===== config.mk =====
export PLATFORM = sky130hd
export DESIGN_NAME = DecodeSplitter
export DESIGN_NICKNAME = d
export VERILOG_FILES = /design/src/source/FrontEndPkg.sv /design/src/source/DecodeSplitter.sv
export SDC_FILE = /design/constraint.sdc
export NUM_CORES = 1
export LEC_CHECK = 0
export BUFFER_PORTS_ARGS = -buffer_cell sky130_fd_sc_hd__buf_2
export CAP_MARGIN = 20
export CORE_ASPECT_RATIO = 1.25
export CORE_MARGIN = 5
export CORE_UTILIZATION = 30
export CTS_CLUSTER_DIAMETER = 60
export DETAILED_ROUTE_END_ITERATION = 8
export PLACE_DENSITY = 0.59
export SETUP_SLACK_MARGIN = 0.05
export SYNTH_ARGS = -nofsm -noshare
export SYNTH_HDL_FRONTEND = slang
export SYNTH_SLANG_ARGS = --single-unit

===== constraint.sdc =====
create_clock -name clk -period 11.1 [get_ports clk]
set_input_delay 1.665 -clock clk [delete_from_list [all_inputs] [get_ports clk]]
set_output_delay 1.665 -clock clk [all_outputs]
set_load 0.02 [all_outputs]

===== src/source/FrontEndPkg.sv =====
//##########################################################
// Front-end package
// Queue sizing, fetch and decode widths, opcode classes
// and the decoded packet carried through the buffer
//##########################################################
`default_nettype none

package FrontEndPkg;

  // Widths of the fetch, decode and dispatch paths
  localparam int FETCH_WIDTH    = 4;
  localparam int DECODE_SLOTS   = 2 * FETCH_WIDTH;  // Every lane may split in two
  localparam int DISPATCH_WIDTH = 4;

  // Instruction buffer sizing
  localparam int INST_QUEUE     = 32;
  localparam int INST_QUEUE_LOG = 5;
  localparam int STALL_LIMIT    = INST_QUEUE - DECODE_SLOTS;  // Room for one full group

  // Field widths
  localparam int OPCODE_W = 8;
  localparam int IMM_W    = 16;
  localparam int PC_W     = 32;

  // Opcode class sits in the two top opcode bits
  localparam logic [1:0] OPC_CLASS_SPLIT  = 2'd2;  // Two micro-ops
  localparam logic [1:0] OPC_CLASS_BRANCH = 2'd3;  // Marks isBranch

  // One micro-op as stored in the buffer, 58 bits
  typedef struct packed {
    logic [PC_W-1:0]     pc;
    logic [OPCODE_W-1:0] opcode;
    logic [IMM_W-1:0]    immediate;
    logic                uopIdx;    // 0 first, 1 second half of a split
    logic                isBranch;
  } decodedPacket_t;

  // Raw instruction from fetch, 24 bits
  typedef struct packed {
    logic [OPCODE_W-1:0] opcode;
    logic [IMM_W-1:0]    immediate;
  } fetchInst_t;

endpackage

`default_nettype wire


===== src/source/DecodeSplitter.sv =====
//##########################################################
// Decode and split stage
// Splits split-class opcodes in two, marks branches and
// packs the micro-ops into contiguous registered slots
//##########################################################
`timescale 1ns/1ps
`default_nettype none

module DecodeSplitter import FrontEndPkg::*; (
  input  wire                     clk,
  input  wire                     rstN_i,
  input  wire                     flush_i,

  // Fetch group in
  input  wire                     fetchValid_i,
  input  wire  [FETCH_WIDTH-1:0]  fetchVector_i,  // Lanes may be sparse
  input  wire  [PC_W-1:0]         fetchPc_i,      // PC of lane 0
  input  fetchInst_t              fetchInst_i [FETCH_WIDTH],
  output logic                    fetchReady_o,

  // Packets out to the buffer
  input  wire                     bufAccept_i,
  output logic                    decodeValid_o,
  output logic [DECODE_SLOTS-1:0] decodeVector_o,  // Contiguous from slot 0
  output decodedPacket_t          decodePacket_o [DECODE_SLOTS]
);

  logic [DECODE_SLOTS-1:0] nextVector;
  decodedPacket_t          nextPacket [DECODE_SLOTS];

  //##########################################################
  // Split and compact
  //##########################################################
  always_comb begin : splitLanes
    logic [3:0]     slot;      // Next free output slot
    logic [1:0]     opcClass;
    decodedPacket_t pkt;

    slot       = '0;
    pkt        = '0;
    nextVector = '0;
    nextPacket = '{default: '0};
    for (int k = 0; k < FETCH_WIDTH; k++) begin
      opcClass = fetchInst_i[k].opcode[OPCODE_W-1 -: 2];
      if (fetchVector_i[k]) begin
        // First (or only) micro-op of this lane
        pkt.pc        = fetchPc_i + PC_W'(4 * k);
        pkt.opcode    = fetchInst_i[k].opcode;
        pkt.immediate = fetchInst_i[k].immediate;
        pkt.uopIdx    = 1'b0;
        pkt.isBranch  = (opcClass == OPC_CLASS_BRANCH);
        nextPacket[slot[2:0]] = pkt;
        nextVector[slot[2:0]] = 1'b1;
        slot = slot + 4'd1;
        if (opcClass == OPC_CLASS_SPLIT) begin
          pkt.uopIdx = 1'b1;  // Second half, same PC
          nextPacket[slot[2:0]] = pkt;
          nextVector[slot[2:0]] = 1'b1;
          slot = slot + 4'd1;
        end
      end
    end
  end

  //##########################################################
  // Decode register
  //##########################################################
  // Free when empty or draining into the buffer this edge
  assign fetchReady_o = ~decodeValid_o | bufAccept_i;

  always_ff @(posedge clk or negedge rstN_i) begin
    if (!rstN_i) begin
      decodeValid_o <= 1'b0;
    end else if (flush_i) begin
      decodeValid_o <= 1'b0;  // Drop whatever is held
    end else if (fetchReady_o) begin
      decodeValid_o <= fetchValid_i;
    end
  end

  // Payload only, qualified by decodeValid_o
  always_ff @(posedge clk) begin
    if (fetchReady_o && fetchValid_i) begin
      decodeVector_o <= nextVector;
      decodePacket_o <= nextPacket;
    end
  end

endmodule

`default_nettype wire


* Word-level counts from Yosys, hierarchy flattened *
Cells that the tools add are included.

word-level totals
  bits in registers = 473
  bits of input ports = 137
  output and inout bits = 474

cells by class
  $add $sub $neg = 8
  $lt $le $gt $ge = 24
  eq/ne operators = 8
  muxes and demuxes = 54
  bitwise gates (word level) = 14
  reductions and logical operators = 14

operators by type and width
  operator                 count
  $bwmux W464              6
  $mux W464                6
  $demux W58 S3            6
  $mux W58                 7
  $mux W116                1
  $add A32 B4 Y32 const B  2
  $mux W8                  6
  $or A8 B8 Y8             5
  $add A32 B3 Y32 const B  1
  $ge A4 B4 Y1 const B     6
  $lt A3 B4 Y1 const B     6
  $lt A4 B1 Y1 const B     6
  $not A3 Y4               6
  $demux W1 S3             6
  $ge A3 B1 Y1 const B     6
  $eq A2 B2 Y1 const B     8
  $logic_and A1 B1 Y1      13
  $add A3 B1 Y3 const B    4
  $mux W3                  4
  $mux W1                  9
  $or A2 B8 Y8             1
  $mux W2                  3
  $add A2 B1 Y3 const B    1
  $reduce_bool A2 Y1       1
  other kinds (2)          2

* Logic depth before layout (Yosys ltp) *
  depth after elaboration = 20
  mapped depth = 21
  gate-level depth less buffers = 15

* Worst setup path after synthesis *
OpenSTA, ideal clock, no wires.

  kind = input-to-reg
  start point = in bufAccept_i
  end point = reg decodePacket_o[0] in the netlist's numbering, enable pin
  arrival time = 12.618 ns
  data required time = 10.204 ns
  path slack = -2.413 ns
  stages = 2
  path buffers = 0
  cells stage by stage = nand2b_1 and2_1

between the ends
  word-level cells in the longest chain between the ends = 2

RTL lines
  what                  line                  text
  start, declared       DecodeSplitter.sv:22  input wire bufAccept_i,
  $or A1 B1 Y1          DecodeSplitter.sv:69  assign fetchReady_o = ~decodeValid_o | bufAccept_i;
  $logic_and A1 B1 Y1   DecodeSplitter.sv:83  if (fetchReady_o && fetchValid_i) begin
  end signal, assigned  DecodeSplitter.sv:85  decodePacket_o <= nextPacket;
  end, declared         DecodeSplitter.sv:25  output decodedPacket_t decodePacket_o [DECODE_SLOTS]

No other way between the ends.
A chain may end at the register's enable or synchronous reset.

==> results.toml <==
[outcome]
status = "finished clean"

[drt]
wirelength_um = 127000
via_count = 24300
route.detailed.drc = 0
final_antenna_net_count = 0
wl_per_cell_um = 30.0
initialDrtViolationCount = 3335
drtPass1Iterations = 7
via_per_inst = 5.75

[floorplanning]
initial_utilization_pct = 30.2
rows = 121
chipWidth_um = 274
die_area_um2 = 93500
ioPinCount = 611
die_h_um = 341
core-area_um2 = 86900

[sta]
hold_viol = 0
whs_ns = 0.590
period_minus_slack_ns = 7.26
fin_crit_sh_pct = 65.4
setup_ws_ns = 3.84
finClkSkew_ns = 0.0212
max-slew-margin-rel_pct = 14.9
max_freq_mhz = 138
setup_violations = 0
rsz0062_at_grt = "false"
finalMaxSlewViolations = 0
fin_tns_setup_ns = 0
worst_pin_slew_ns = 1.24

[synth]
synth_cell_types = 99
syn_nets = 2712
synth-simple-area-share_pct = 14.7
synthMuxAreaShare_pct = 1.21
synth_area_per_cell_um2 = 10.2
netlist_instances = 2565
synth_area_um2 = 26200
synth_edf_count = 472
synth_seq_area_share_pct = 54.1
yosysWarnings = 0
ys.flop_type = "edfxtp_1"
synthArstFlopShare_pct = 0.211
synth_xor_area_share_pct = 3.71
ys_seq_elements = 473
synth_compound_area_share_pct = 20.2
synth_top_family_by_area = "compound AO/OA/AOI/OAI gates"
synthAdderAreaFrac_pct = 0.477

[grt]
grt_first_pass_wirelength_um = 173000
grt_pass1_vias = 23000
antenna_found_initial = 17
track_usage_pct = 25.5
grt_max_degree = 174
gr-total-overflow = 0

[clock_network]
cts_buffers = 56
cts_sinks = 473
clock_latency_ns = 0.63
cts_tree = "done"
postCtsSetupRepairBufs = 0
cts_max_level = 2
path_clk_slew_ns = 0.06
cts_hold_buf = 0
cts.repair.resized = 0
cts_root_buf = "clkbuf_16"
clock_path_buffers = 3

[placed_design]
finalWeightedCongestion = 0.924
numPortBuffers = 610
pre_cts_slack_ns = 3.32
placed_cell_area_um2 = 29900
dp_hpwl_um = 87500

[setup_path]
critical_path_class = "in -> reg"
cp-end-kind = "flip-flop"
crit_family = "buffers and inverters"
cp_slowest_cell = "buf_4"
cp_cell_sequence = "buf_4, inv_2, buf_4, nor2_1, ha_1, nand2b_1, o21ai_4, ha_1, nand2b_1, mux2i_1, or2_2, ha_1, nor3b_1, nand3_1, a21bo_4, buf_4, mux2_1"
critPathBufInv = 4
cp.required_ns = 11.48
crit_fanout = 74
worst_setup_path_start_kind = "input pin"
slowest_delay_ns = 0.79
critPathArrivalTime_ns = 7.64

[finish]
drive_above_1_share_pct = 27.2
postLayoutCellArea_um2 = 31900
nNetsFinal = 3155
syn_to_final_growth_pct = 21.5

[power_and_ir_drop]
vdd_ir_drop_max_mv = 0.106
p_per_area_nw_per_um2 = 163
leakage_uw = 0.0122
power_uw = 5200

[run]
max-cap-violations = 0

[min_path]
hp-class = "reg -> reg"
[cell usage in the layout, fill, tap and decap left out, types with 40 or more instances in the layout]
cell and count:
xor2_1 41, nand3_1 121, clkbuf_16 58, a31oi_1 40, xnor2_1 53, buf_4 52
o21ai_0 192, o22ai_1 45, buf_2 608, nor3_1 40, nor2_1 141, edfxtp_1 472
and3_1 43, nand2_1 354, a21oi_1 257
[worst paths after layout]
kind                                   from  slack, ns                   to  cells past startpoint
setup / recovery           fetchVector_i[0]       3.84  decodePacket_o[320]                     17
hold / removal                decodeValid_o       0.59        decodeValid_o                      2
setup reg to reg              decodeValid_o       7.91  decodePacket_o[404]                      4
hold reg to reg               decodeValid_o       0.59        decodeValid_o                      2
max in group asynchronous            rstN_i      10.22        decodeValid_o                      1
min in group asynchronous            rstN_i       0.80        decodeValid_o                      1
[registers in the layout, indices dropped and copies added, names as in the netlist]
register        count
decodeValid_o       1
decodeVector_o      8
decodePacket_o    464
[metal layers]
metal	up-vias	share of wire [%]	GRT usage, %
li1	10600	-	-
met1	11900	38	31.9
met2	1533	47	42.0
met3	341	9.5	6.03
met4	12	5.3	11.5
met5	-	0.053	0
[cell families after synthesis]
logic type                 after synthesis
muxes                                   29
AOI/OAI and AO/OA                      827
DFF                                    473
xor gates and xnor gates               101
and+or+nand+nor                        830
adders and majority gates               10
buffers and inverters                  295
[cell usage after synthesis, types with 14 or more instances]
cell      count  share of area (%)
a21o_1       14               0.40
buf_2       105                2.0
o21ai_0     194                3.7
o211ai_1     14               0.40
a22oi_1      15               0.43
buf_4        23               0.66
nand2_1     354                5.1
nand3_1     121                2.3
buf_6        15               0.64
edfxtp_1    472                 54
nor3_1       40               0.76
nand4_1      20               0.48
and2_1       22               0.52
xor2_1       41                1.4
a222oi_1     30                1.1
o22ai_1      45                1.1
a21oi_1     262                5.0
a211oi_1     33               0.94
nor2_1      144                2.1
buf_1        14               0.20
and3_1       43                1.0
xnor2_1      53                1.8
o31ai_1      31               0.89
a31oi_1      40               0.95
mux2i_1      17               0.65
a221oi_1     26               0.87
nand2b_1     14               0.33
clkbuf_1    111                1.6
a22o_1       27               0.90
a221o_1      25               0.95
[worst reg2reg max path, delay by kind of cell, from the launching register on]
kind | cells | cell delay [ns]
flops | 1 | 0.38
simple gates | 2 | 0.88
buf+inv | 2 | 1.52
[power by group]
| part | switching [µW] | internal [µW] | total, µW |
|---|---|---|---|
| combinational | 783 | 276 | 1060 |
| sequential | 49.3 | 2160 | 2210 |
| clock | 806 | 1120 | 1930 |
| total | 1640 | 3560 | 5200 |
[layout make-up]
| cell class | instances | area, µm² |
|---|---|---|
| diodes | 8 | 20.0 |
| clock buffers | 67 | 1490 |
| clock inverters | 34 | 414 |
| fillers | 8830 | 55000 |
| inverters | 18 | 70.1 |
| multi-input cells | 1797 | 10700 |
| flip-flops and latches | 473 | 14200 |
| well taps | 1168 | 1460 |
| repair buffers | 662 | 3470 |
[stage by stage]
step                cells  utilization [%]
CTS                  4219             36.6
floorplan            2565                -
global placement     4117             34.4
finish               4227             36.7
global route         4221             36.6
detailed placement   4118             34.5
Note: power is estimated with default switching activity, not from simulation.
